===== config.mk =====
export PLATFORM = sky130hd
export DESIGN_NAME = bus85_top
export DESIGN_NICKNAME = d
export VERILOG_FILES = /design/src/common/bus85_pkg.sv /design/src/common/bus_phase_if.sv /design/src/tstate/tstate_fsm.sv /design/src/verilog/bus_pins.sv /design/src/intr/intr_ctrl.sv /design/src/verilog/bus85_top.sv
export VERILOG_INCLUDE_DIRS = /design/src /design/src/common
export SDC_FILE = /design/constraint.sdc
export NUM_CORES = 1
export LEC_CHECK = 0
export BUFFER_PORTS_ARGS = -buffer_cell sky130_fd_sc_hd__buf_2
export CORE_AREA = 2 2 86 88
export CTS_BUF_LIST = sky130_fd_sc_hd__clkbuf_4 sky130_fd_sc_hd__clkbuf_8
export DETAILED_ROUTE_END_ITERATION = 12
export DIE_AREA = 0 0 88 90
export GPL_ROUTABILITY_DRIVEN = 0
export PLACE_DENSITY = 0.69
export SETUP_SLACK_MARGIN = 0.2
export SKIP_LAST_GASP = 1
export SYNTH_ARGS = -nofsm -noshare
export SYNTH_HDL_FRONTEND = slang
export SYNTH_HIERARCHICAL = 1
export SYNTH_SLANG_ARGS = --single-unit

===== constraint.sdc =====
create_clock -name clk -period 2.1 [get_ports clk]
set_input_delay 0.42 -clock clk [delete_from_list [all_inputs] [get_ports clk]]
set_output_delay 0.42 -clock clk [all_outputs]
set_load 0.02 [all_outputs]

===== src/common/bus85_cfg.svh =====
`ifndef BUS85_CFG_SVH
`define BUS85_CFG_SVH

// ----------------------------------------
// bus widths
`define BUS85_AW 16 // address
`define BUS85_DW 8 // data, low address byte shares AD

// request side cycle kinds
`define BUS85_CYC_W 3
`define CYC_OF 3'd0 // opcode fetch
`define CYC_MR 3'd1 // memory read
`define CYC_MW 3'd2 // memory write
`define CYC_IOR 3'd3 // i/o read
`define CYC_IOW 3'd4 // i/o write

// cycle words, packed {wr_n, rd_n, iom_n, s1, s0}
// fetch strobes RD_ like a memory read, status 11 marks it
`define CW_OF 5'b10011
`define CW_MR 5'b10010
`define CW_MW 5'b01001
`define CW_IOR 5'b10110
`define CW_IOW 5'b01101

// one-hot T-state bit positions
`define TS_N 8
`define TS_TI 0 // idle
`define TS_T1 1 // address out, ALE
`define TS_T2 2
`define TS_TW 3 // wait
`define TS_T3 4
`define TS_T4 5 // fetch only
`define TS_TH 6 // hold
`define TS_TT 7 // halt

// ----------------------------------------
// SIM word bits, 2..0 are the masks
`define SIM_SOD 7
`define SIM_SDE 6
`define SIM_R75 4
`define SIM_MSE 3

// restart vectors
`define VEC_TRAP 16'h0024
`define VEC_R75 16'h003C
`define VEC_R65 16'h0034
`define VEC_R55 16'h002C

`endif


===== src/common/bus85_pkg.sv =====
`default_nettype none

package bus85_pkg;

	// ----------------------------------------
	// strobe/status word of one machine cycle
	// raw form for compares in the FSM,
	// field form for driving single pins
	typedef union packed {
		logic [4:0] raw;
		struct packed {
			logic wr_n; // write strobe, active low
			logic rd_n; // read strobe, active low
			logic iom_n; // 1 = i/o, 0 = memory
			logic s1;
			logic s0;
		} f;
	} cycle_word_u;

endpackage

`default_nettype wire


===== src/common/bus_phase_if.sv =====
`timescale 1ns/100ps
`default_nettype none

`include "bus85_cfg.svh"

interface bus_phase_if;
	import bus85_pkg::*;

	logic [`TS_N-1:0] tstate; // one-hot T-state
	cycle_word_u cycle; // word of the running cycle
	logic [`BUS85_AW-1:0] addr; // latched at request
	logic [`BUS85_DW-1:0] wdata;
	logic hlda; // bus granted away

	// state machine side drives, pin side reads
	modport fsm (output tstate, cycle, addr, wdata, hlda);
	modport pins (input tstate, cycle, addr, wdata, hlda);

endinterface

`default_nettype wire


===== src/tstate/tstate_fsm.sv =====
`timescale 1ns/100ps
`default_nettype none

`include "bus85_cfg.svh"

module tstate_fsm (
	input wire clk,
	input wire rst,
	input wire i_req, // sampled in TI only
	input wire [`BUS85_CYC_W-1:0] i_cycle,
	input wire [`BUS85_AW-1:0] i_addr,
	input wire [`BUS85_DW-1:0] i_wdata,
	input wire i_ready,
	input wire i_hold,
	input wire i_halt,
	input wire i_int_pending, // wakes TT
	output logic o_done,
	bus_phase_if.fsm phase
);
	import bus85_pkg::*;

	logic [`TS_N-1:0] state, state_nx;
	logic hold_q; // hold seen in T2
	logic take; // request accepted this cycle
	logic is_io, is_of;
	cycle_word_u cyc_q, cyc_nx;
	logic [`BUS85_AW-1:0] addr_q;
	logic [`BUS85_DW-1:0] wdata_q;

	// hold wins over a request in TI
	assign take = state[`TS_TI] & i_req & ~i_hold;
	assign is_io = (i_cycle == `CYC_IOR) | (i_cycle == `CYC_IOW);
	assign is_of = (cyc_q.raw == `CW_OF); // fetch runs on into T4

	// ----------------------------------------
	// request kind to strobe/status word
	always_comb begin
		case (i_cycle)
			`CYC_OF: cyc_nx.raw = `CW_OF;
			`CYC_MR: cyc_nx.raw = `CW_MR;
			`CYC_MW: cyc_nx.raw = `CW_MW;
			`CYC_IOR: cyc_nx.raw = `CW_IOR;
			`CYC_IOW: cyc_nx.raw = `CW_IOW;
			default: cyc_nx.raw = `CW_MR; // unknown code, plain read
		endcase
	end

	// ----------------------------------------
	// next state
	always_comb begin
		state_nx = '0;
		case (1'b1)
			state[`TS_TI]: begin
				if (i_hold) state_nx[`TS_TH] = 1'b1;
				else if (take) state_nx[`TS_T1] = 1'b1;
				else if (i_halt) state_nx[`TS_TT] = 1'b1;
				else state_nx[`TS_TI] = 1'b1;
			end
			state[`TS_T1]: state_nx[`TS_T2] = 1'b1;
			state[`TS_T2], state[`TS_TW]: begin
				// low ready adds one TW per cycle
				if (i_ready) state_nx[`TS_T3] = 1'b1;
				else state_nx[`TS_TW] = 1'b1;
			end
			state[`TS_T3]: begin
				if (is_of) state_nx[`TS_T4] = 1'b1;
				else if (hold_q) state_nx[`TS_TH] = 1'b1;
				else state_nx[`TS_TI] = 1'b1;
			end
			state[`TS_T4]: begin
				if (hold_q) state_nx[`TS_TH] = 1'b1;
				else state_nx[`TS_TI] = 1'b1;
			end
			state[`TS_TH]: begin
				if (i_hold) state_nx[`TS_TH] = 1'b1;
				else state_nx[`TS_TI] = 1'b1; // hlda drops on this edge
			end
			state[`TS_TT]: begin
				if (i_hold) state_nx[`TS_TH] = 1'b1;
				else if (i_int_pending) state_nx[`TS_TI] = 1'b1;
				else state_nx[`TS_TT] = 1'b1;
			end
			default: state_nx[`TS_TI] = 1'b1; // lost one-hot, back to idle
		endcase
	end

	always_ff @(posedge clk or posedge rst) begin
		if (rst) begin
			state <= `TS_N'(1) << `TS_TI;
			hold_q <= 1'b0;
			cyc_q.raw <= `CW_MR;
		end else begin
			state <= state_nx;
			if (state[`TS_T2])
				hold_q <= i_hold; // sample point for hold
			if (take)
				cyc_q <= cyc_nx;
		end
	end

	// address and write data for the whole cycle
	always_ff @(posedge clk) begin
		if (take) begin
			// port number goes out on both address bytes
			addr_q <= is_io ? {i_addr[`BUS85_DW-1:0], i_addr[`BUS85_DW-1:0]} : i_addr;
			wdata_q <= i_wdata;
		end
	end

	// done in the last state of the cycle
	assign o_done = (state[`TS_T3] & ~is_of) | state[`TS_T4];

	assign phase.tstate = state;
	assign phase.cycle = cyc_q;
	assign phase.addr = addr_q;
	assign phase.wdata = wdata_q;
	assign phase.hlda = state[`TS_TH];

endmodule

`default_nettype wire


===== src/verilog/bus_pins.sv =====
`timescale 1ns/100ps
`default_nettype none

`include "bus85_cfg.svh"

module bus_pins (
	input wire clk,
	input wire rst,
	input wire [`BUS85_DW-1:0] i_ad, // AD bus as seen at the pins
	bus_phase_if.pins phase,
	output logic [`BUS85_DW-1:0] o_ad,
	output logic o_ad_oe,
	output logic [`BUS85_AW-1:`BUS85_DW] o_addr_hi,
	output logic o_addr_oe,
	output logic o_ale,
	output logic o_rd_n,
	output logic o_wr_n,
	output logic o_iom_n,
	output logic o_s1,
	output logic o_s0,
	output logic o_ctl_oe,
	output logic [`BUS85_DW-1:0] o_rdata
);

	logic t1; // address phase
	logic t_strobe; // T2, TW, T3
	logic t_bus; // bus owned, T1 through T4
	logic wr_cyc;

	assign t1 = phase.tstate[`TS_T1];
	assign t_strobe = phase.tstate[`TS_T2] | phase.tstate[`TS_TW] | phase.tstate[`TS_T3];
	assign t_bus = (t1 | t_strobe | phase.tstate[`TS_T4]) & ~phase.hlda;
	assign wr_cyc = ~phase.cycle.f.wr_n;

	// ----------------------------------------
	// multiplexed AD
	assign o_ale = t1; // one cycle, low byte is valid
	assign o_ad = t1 ? phase.addr[`BUS85_DW-1:0] : phase.wdata;
	// read cycles leave AD floating after T1
	assign o_ad_oe = (t1 | (t_strobe & wr_cyc)) & ~phase.hlda;

	assign o_addr_hi = phase.addr[`BUS85_AW-1:`BUS85_DW];
	assign o_addr_oe = t_bus;

	// ----------------------------------------
	// strobes and status
	// strobes only in the data window
	assign o_rd_n = t_strobe ? phase.cycle.f.rd_n : 1'b1;
	assign o_wr_n = t_strobe ? phase.cycle.f.wr_n : 1'b1;
	// status stays up for the whole cycle
	assign o_iom_n = t_bus ? phase.cycle.f.iom_n : 1'b1;
	assign o_s1 = t_bus ? phase.cycle.f.s1 : 1'b0;
	assign o_s0 = t_bus ? phase.cycle.f.s0 : 1'b0;
	assign o_ctl_oe = t_bus; // TI, TH, TT float

	// read data taken at the end of T3
	always_ff @(posedge clk or posedge rst) begin
		if (rst)
			o_rdata <= '0;
		else if (phase.tstate[`TS_T3] & ~phase.cycle.f.rd_n)
			o_rdata <= i_ad;
	end

endmodule

`default_nettype wire


===== src/intr/intr_ctrl.sv =====
`timescale 1ns/100ps
`default_nettype none

`include "bus85_cfg.svh"

module intr_ctrl (
	input wire clk,
	input wire rst,
	input wire i_sim_we,
	input wire [`BUS85_DW-1:0] i_sim_data,
	input wire i_ei,
	input wire i_di,
	input wire i_int_ack,
	input wire i_trap,
	input wire i_rst75,
	input wire i_rst65,
	input wire i_rst55,
	input wire i_sid,
	output logic [`BUS85_DW-1:0] o_rim_data,
	output logic o_int_pending,
	output logic [`BUS85_AW-1:0] o_int_vector,
	output logic o_sod
);

	logic [2:0] mask_q; // {m75, m65, m55} with 1 for masked
	logic ie_q, sod_q;
	logic lat75_q, trap_q; // edge latches
	logic [3:0] meta_q, sync_q; // {trap, r75, r65, r55}
	logic [1:0] last_q; // {trap, r75} edge reference
	logic trap_rise, r75_rise;
	logic p_trap, p75, p65, p55;
	logic mse, sde, r75_clr;

	// SIM word decode
	assign mse = i_sim_we & i_sim_data[`SIM_MSE];
	assign sde = i_sim_we & i_sim_data[`SIM_SDE];
	assign r75_clr = i_sim_we & i_sim_data[`SIM_R75];

	assign trap_rise = sync_q[3] & ~last_q[1];
	assign r75_rise = sync_q[2] & ~last_q[0];

	// ----------------------------------------
	// pending lines
	assign p_trap = trap_q & sync_q[3]; // edge plus level and never masked
	assign p75 = ie_q & ~mask_q[2] & lat75_q;
	assign p65 = ie_q & ~mask_q[1] & sync_q[1];
	assign p55 = ie_q & ~mask_q[0] & sync_q[0];

	assign o_int_pending = p_trap | p75 | p65 | p55;

	// priority TRAP > 7.5 > 6.5 > 5.5
	always_comb begin
		if (p_trap) o_int_vector = `VEC_TRAP;
		else if (p75) o_int_vector = `VEC_R75;
		else if (p65) o_int_vector = `VEC_R65;
		else if (p55) o_int_vector = `VEC_R55;
		else o_int_vector = '0;
	end

	always_ff @(posedge clk or posedge rst) begin
		if (rst) begin
			mask_q <= 3'b111; // all masked out of reset
			ie_q <= 1'b0;
			sod_q <= 1'b0;
			lat75_q <= 1'b0;
			trap_q <= 1'b0;
			meta_q <= '0;
			sync_q <= '0;
			last_q <= '0;
		end else begin
			// async lines through two flops then an edge reference
			meta_q <= {i_trap, i_rst75, i_rst65, i_rst55};
			sync_q <= meta_q;
			last_q <= sync_q[3:2];
			if (mse)
				mask_q <= i_sim_data[2:0];
			if (sde)
				sod_q <= i_sim_data[`SIM_SOD];
			// ack and DI both drop IE
			if (i_int_ack | i_di)
				ie_q <= 1'b0;
			else if (i_ei)
				ie_q <= 1'b1;
			// 7.5 latch only takes edges while unmasked
			if (r75_clr | (i_int_ack & p75 & ~p_trap))
				lat75_q <= 1'b0;
			else if (r75_rise & ~mask_q[2])
				lat75_q <= 1'b1;
			if (i_int_ack & p_trap)
				trap_q <= 1'b0;
			else if (trap_rise)
				trap_q <= 1'b1;
		end
	end

	// RIM word
	assign o_rim_data = {i_sid, p75, p65, p55, ie_q, mask_q};
	assign o_sod = sod_q;

endmodule

`default_nettype wire


===== src/verilog/bus85_top.sv =====
`timescale 1ns/100ps
`default_nettype none

`include "bus85_cfg.svh"

module bus85_top (
	input wire clk,
	input wire rst,
	// ----------------------------------------
	// request side
	input wire i_req,
	input wire [`BUS85_CYC_W-1:0] i_cycle,
	input wire [`BUS85_AW-1:0] i_addr,
	input wire [`BUS85_DW-1:0] i_wdata,
	output wire [`BUS85_DW-1:0] o_rdata,
	output wire o_done,
	input wire i_halt,
	// ----------------------------------------
	// bus side
	input wire i_ready,
	input wire i_hold,
	output wire o_hlda,
	input wire [`BUS85_DW-1:0] i_ad,
	output wire [`BUS85_DW-1:0] o_ad,
	output wire o_ad_oe,
	output wire [`BUS85_AW-1:`BUS85_DW] o_addr_hi,
	output wire o_addr_oe,
	output wire o_ale,
	output wire o_rd_n,
	output wire o_wr_n,
	output wire o_iom_n,
	output wire o_s1,
	output wire o_s0,
	output wire o_ctl_oe,
	// ----------------------------------------
	// interrupt side
	input wire i_sim_we,
	input wire [`BUS85_DW-1:0] i_sim_data,
	input wire i_ei,
	input wire i_di,
	input wire i_int_ack,
	input wire i_trap,
	input wire i_rst75,
	input wire i_rst65,
	input wire i_rst55,
	input wire i_sid,
	output wire [`BUS85_DW-1:0] o_rim_data,
	output wire o_int_pending,
	output wire [`BUS85_AW-1:0] o_int_vector,
	output wire o_sod
);

	bus_phase_if u_phase (); // FSM to pin driver

	tstate_fsm u_fsm (
		.clk (clk),
		.rst (rst),
		.i_req (i_req),
		.i_cycle (i_cycle),
		.i_addr (i_addr),
		.i_wdata (i_wdata),
		.i_ready (i_ready),
		.i_hold (i_hold),
		.i_halt (i_halt),
		.i_int_pending (o_int_pending), // halt wake-up
		.o_done (o_done),
		.phase (u_phase.fsm)
	);

	bus_pins u_pins (
		.clk (clk),
		.rst (rst),
		.i_ad (i_ad),
		.phase (u_phase.pins),
		.o_ad (o_ad),
		.o_ad_oe (o_ad_oe),
		.o_addr_hi (o_addr_hi),
		.o_addr_oe (o_addr_oe),
		.o_ale (o_ale),
		.o_rd_n (o_rd_n),
		.o_wr_n (o_wr_n),
		.o_iom_n (o_iom_n),
		.o_s1 (o_s1),
		.o_s0 (o_s0),
		.o_ctl_oe (o_ctl_oe),
		.o_rdata (o_rdata)
	);

	intr_ctrl u_intr (
		.clk (clk),
		.rst (rst),
		.i_sim_we (i_sim_we),
		.i_sim_data (i_sim_data),
		.i_ei (i_ei),
		.i_di (i_di),
		.i_int_ack (i_int_ack),
		.i_trap (i_trap),
		.i_rst75 (i_rst75),
		.i_rst65 (i_rst65),
		.i_rst55 (i_rst55),
		.i_sid (i_sid),
		.o_rim_data (o_rim_data),
		.o_int_pending (o_int_pending),
		.o_int_vector (o_int_vector),
		.o_sod (o_sod)
	);

	assign o_hlda = u_phase.hlda; // straight from the hold state

endmodule

`default_nettype wire


Word-level counts from Yosys, hierarchy flattened
Cells that the tools add are included.
Storage, ports and cells
  output and inout bits: 61
  logic and storage cells: 138
  input port bits: 58
  flip-flop bits (word level): 63
Operators by class
  equality and inequality tests: 4
  bitwise logic cells: 46
  mux-type cells: 69
  reductions and logical operators: 5
Operators by type and width (count)
  16-bit 2-to-1 mux: 4
  1-bit 2-to-1 mux: 58
  1-bit bitwise AND: 23
  5-bit case mux with 4 select lines: 1
  1-bit OR: 12
  1-bit inverter: 11
  2-bit 2-to-1 mux: 4
  8-bit 2-to-1 mux: 1
  3-bit by 2-bit equality test with 1-bit output (second input constant): 2
  6-bit 2-to-1 mux: 1
  2-bit nonzero test: 3
  5-bit equality test (second input constant): 1
  3-bit equality test (second input constant): 1
  3-bit logical NOT: 1
  2-bit OR reduction: 1

Depth between registers and ports, before layout
  depth after elaboration: 15
  mapped depth: 6
  mapped depth without buffers: 6

Hierarchy
Netlist, hierarchy kept.
Modules (own cells, without submodules)
  tstate_fsm: cells each 95, area an instance 1470.2 um^2, times used 1
  intr_ctrl: cells each 64, area an instance 753.2 um^2, times used 1
  bus_pins: cells each 50, area an instance 598.1 um^2, times used 1

Worst setup path before layout
Ideal clock, no wire load.
  path type: register -> register
  start: reg u_intr.mask_q[1]
  end: reg u_fsm.state[0] (netlist: u_fsm/phase.tstate[0])
  slack: 316 ps
  setup time: 91 ps
  clock period less this slack: 1784 ps
  path buffers: 0
  stages on the path, launching flop included: 7
  data arrival time: 1693 ps
  path through: dfstp_2 nand2b_1 a21o_1 nand3b_1 o21ba_2 o311ai_1 o211ai_1
On the way
  word-level cells in the longest chain between the ends: 14
Ends and longest elaborated chain
  start: declaration: RTL line intr_ctrl.sv:25  | logic [2:0] mask_q;
  start signal: assignment: RTL line intr_ctrl.sv:76  | mask_q <= i_sim_data[2:0];
  1-bit inverter: RTL line intr_ctrl.sv:46  | assign p65 = ie_q & ~mask_q[1] & sync_q[1];
  1-bit bitwise AND (2 in a row): RTL line intr_ctrl.sv:46
  1-bit OR (2 in a row): RTL line intr_ctrl.sv:49  | assign o_int_pending = p_trap | p75 | p65 | p55;
  via o_int_pending: RTL line bus85_top.sv:48  | output wire o_int_pending,
  1-bit 2-to-1 mux: RTL line tstate_fsm.sv:80  | else if (i_int_pending) state_nx[`TS_TI] = 1'b1;
  1-bit 2-to-1 mux: RTL line tstate_fsm.sv:79  | if (i_hold) state_nx[`TS_TH] = 1'b1;
  1-bit 2-to-1 mux (7 in a row): RTL line tstate_fsm.sv:52  | case (1'b1)
  via u_fsm.state_nx[0]: RTL line tstate_fsm.sv:22  | logic [`TS_N-1:0] state, state_nx;
  end signal: assignment: RTL line tstate_fsm.sv:89  | state <= `TS_N'(1) << `TS_TI;
  end signal: assignment: RTL line tstate_fsm.sv:93  | state <= state_nx;
  end: declaration: RTL line tstate_fsm.sv:22
The timed path passes the listed nets, and every way through them passes these cells.
A chain may end at the register's enable or synchronous reset.

Final worst setup path
  start: reg u_intr.mask_q[2]
  end: out o_int_vector[3]
On the way
  word-level cells in the longest chain between the ends: 5
Ends and longest elaborated chain
  1-bit inverter: RTL line intr_ctrl.sv:45  | assign p75 = ie_q & ~mask_q[2] & lat75_q;
  1-bit bitwise AND (2 in a row): RTL line intr_ctrl.sv:45
  16-bit 2-to-1 mux: RTL line intr_ctrl.sv:54  | else if (p75) o_int_vector = `VEC_R75;
  16-bit 2-to-1 mux: RTL line intr_ctrl.sv:53  | if (p_trap) o_int_vector = `VEC_TRAP;
  end: declaration: RTL line bus85_top.sv:49  | output wire [`BUS85_AW-1:0] o_int_vector,
Every way passes these cells.

==> impl_metrics.tcl <==
set metrics [dict create \
    coreArea_um2 7020 \
    drt-initial-drc-count 104 \
    powerDensity_nw_per_um2 1080 \
    grt.total_usage 0.142 \
    layout_min_cycle_time_ns 1.88 \
    vias 1912 \
    die_area_um2 7920 \
    dp_hpwl_um 4040 \
    setup.worst_path.start_class "flop" \
    final_common_cell "buf_2" \
    fp-row-count 31 \
    overflow 0 \
    hold_violations 0 \
    start_util 0.401 \
    finalSetupViolCount 0 \
    die_h_um 90 \
    crit_arrival_ns 1.46 \
    wl_per_cell_um 13.2 \
    netSwitchingFraction 0.323 \
    final_area_um2 3640 \
    cpPeakStageDelay_ns 0.55 \
    power_switching_mw 1.27 \
    placed_area_um2 3290 \
    clockBufferDepth 2 \
    cap_violations 0 \
    clock-root-buffer "clkbuf_8" \
    outcome "finished, final reports clean" \
    synthesis.instances 208 \
    pwr-share-clk 0.262 \
    cp.required_ns 1.68 \
    grt_pass1_vias 1823 \
    rsz0062_at_grt "yes" \
    path_class "flop to primary output" \
    finalSetupTns_ns 0 \
    wl_um 5480 \
    postRouteAntennaNets 0 \
    cts_tree "built" \
    path_delay_family "flip-flops" \
    pin_count 119 \
    slowest_stage "dfstp_2" \
    p_leak_nw 1.67 \
    path_clk_slew_ns 0.07 \
    fmax_mhz 533 \
    antenna_found_initial 0 \
    clkLatencyLatePin_ns 0.33 \
    clock-sinks 62 \
    min_path_type "primary input to async pin" \
    fin_worst_skew_ns 0.00470 \
    pwr-share-seq 0.435 \
    cts_buffers 9 \
    cp-end-kind "primary output" \
    fp.dieW_um 88 \
    grt_max_degree 25 \
    htree_levels 3 \
    yosysWarnings 6 \
    path_cells "and3b_1 -> a21oi_1 -> a21oi_1 -> buf_2" \
    ir_drop_v 0.000460 \
    slew_headroom 0.553 \
    finalPower_mw 3.93 \
    nets 370 \
    syn2layout_area_growth_pct 29.3 \
    vias_per_cell 4.60 \
    route.detailed.drc 0 \
    numPortBuffers 103 \
    grt_pass1_wl_um 8510 \
    place_inst 392 \
    mostFrequentLayoutCells "97 x buf_2, 29 x dfrtp_1, 24 x edfxtp_1, 17 x mux2_2, 12 x conb_1" \
    fin_crit_sh 0.894 \
    drt-pass1-iter-count 4 \
    num_antenna_cells 0 \
    drive_above_1_share 0.549 \
    crit_buf_inv 1 \
    combPwrFrac 0.304 \
    crit_fanout 4 \
    netlist_area_um2 2810 \
    drv_slew 0 \
    holdBufCountCts 0 \
    n_fill_cell 614 \
    avgSynthCellArea_um2 13.5 \
    fin_cells 416 \
    worst_slew_pin_slew_ns 0.670 \
    fin_hold_ws_ns 0.0429 \
    cp_common_cell "a21oi_1" \
    internal_power_mw 2.66 \
]
final timing paths:
check	end	from	slack (ns)	depth (start not counted)
setup / recovery	o_int_vector[3]	u_intr/mask_q[2]	0.22	4
hold / removal	u_pins/o_rdata[4]	rst	0.04	2
setup reg to reg	u_fsm/phase.tstate[0]	u_intr/mask_q[0]	0.33	6
hold reg to reg	u_intr/sync_q[3]	u_intr/meta_q[3]	0.35	0
max in group asynchronous	u_intr/sync_q[0]	rst	1.46	2
min in group clk	u_intr/meta_q[2]	i_rst75	0.19	1
layout make-up:
| class | instances | area, um2 | area share |
|---|---|---|---|
| Sequential cell | 62 | 1680 | 0.462 |
| Inverter | 10 | 37.5 | 0.0103 |
| Clock inverter | 6 | 61.3 | 0.0168 |
| Clock buffer | 10 | 138 | 0.0378 |
| Tap cell | 99 | 124 | 0.0340 |
| Multi-Input combinational cell | 116 | 943 | 0.259 |
| Timing Repair Buffer | 113 | 653 | 0.179 |
per-layer routing:
| layer | track usage | wire length (um) | up-vias |
|---|---|---|---|
| met4 | 0.0654 | 52 | 0 |
| met2 | 0.206 | 2500 | 93 |
| li1 | - | - | 913 |
| met5 | 0 | 0 | - |
| met1 | 0.175 | 2280 | 899 |
| met3 | 0.0725 | 646 | 7 |
state kept, by name (all words and copies together) (netlist names):
| signal | flops |
|---|---|
| u_intr/sync_q | 4 |
| u_intr/o_sod | 1 |
| u_intr/lat75_q | 1 |
| u_fsm/phase.wdata | 8 |
| u_intr/trap_q | 1 |
| u_intr/meta_q | 4 |
| u_intr/last_q | 2 |
| u_pins/o_rdata | 8 |
| u_fsm/phase.tstate | 8 |
| u_intr/ie_q | 1 |
| u_fsm/phase.addr | 16 |
| u_intr/mask_q | 3 |
| u_fsm/phase.cycle | 4 |
| u_fsm/hold_q | 1 |
power by group through the flow:
stage	Clock [mW]	Combinational, mW	Sequential (mW)
after floorplan	0	0.698	1.80
after global placement	0	1.07	1.72
after detailed placement	0	1.08	1.73
after CTS	1.07	1.17	1.71
after global routing	1.12	1.29	1.74
final	1.03	1.19	1.71
per-stage QoR:
stage          worst slack [ns]  utilization
2_1_floorplan             0.316            -
3_3_place_gp              0.362        0.468
3_5_place_dp              0.313        0.468
4_1_cts                   0.202        0.512
5_1_grt                   0.136        0.518
6_report                  0.223        0.518
what timing repair did:
| item | 4_1_cts | 5_1_grt |
|---|---|---|
| setup endpoints to repair | 21 | 7 |
| pin swaps | 4 | 6 |
| setup buffers | 7 | 1 |
| resized for setup | 10 | 14 |
No activity file was read; power rests on OpenSTA's default activity.
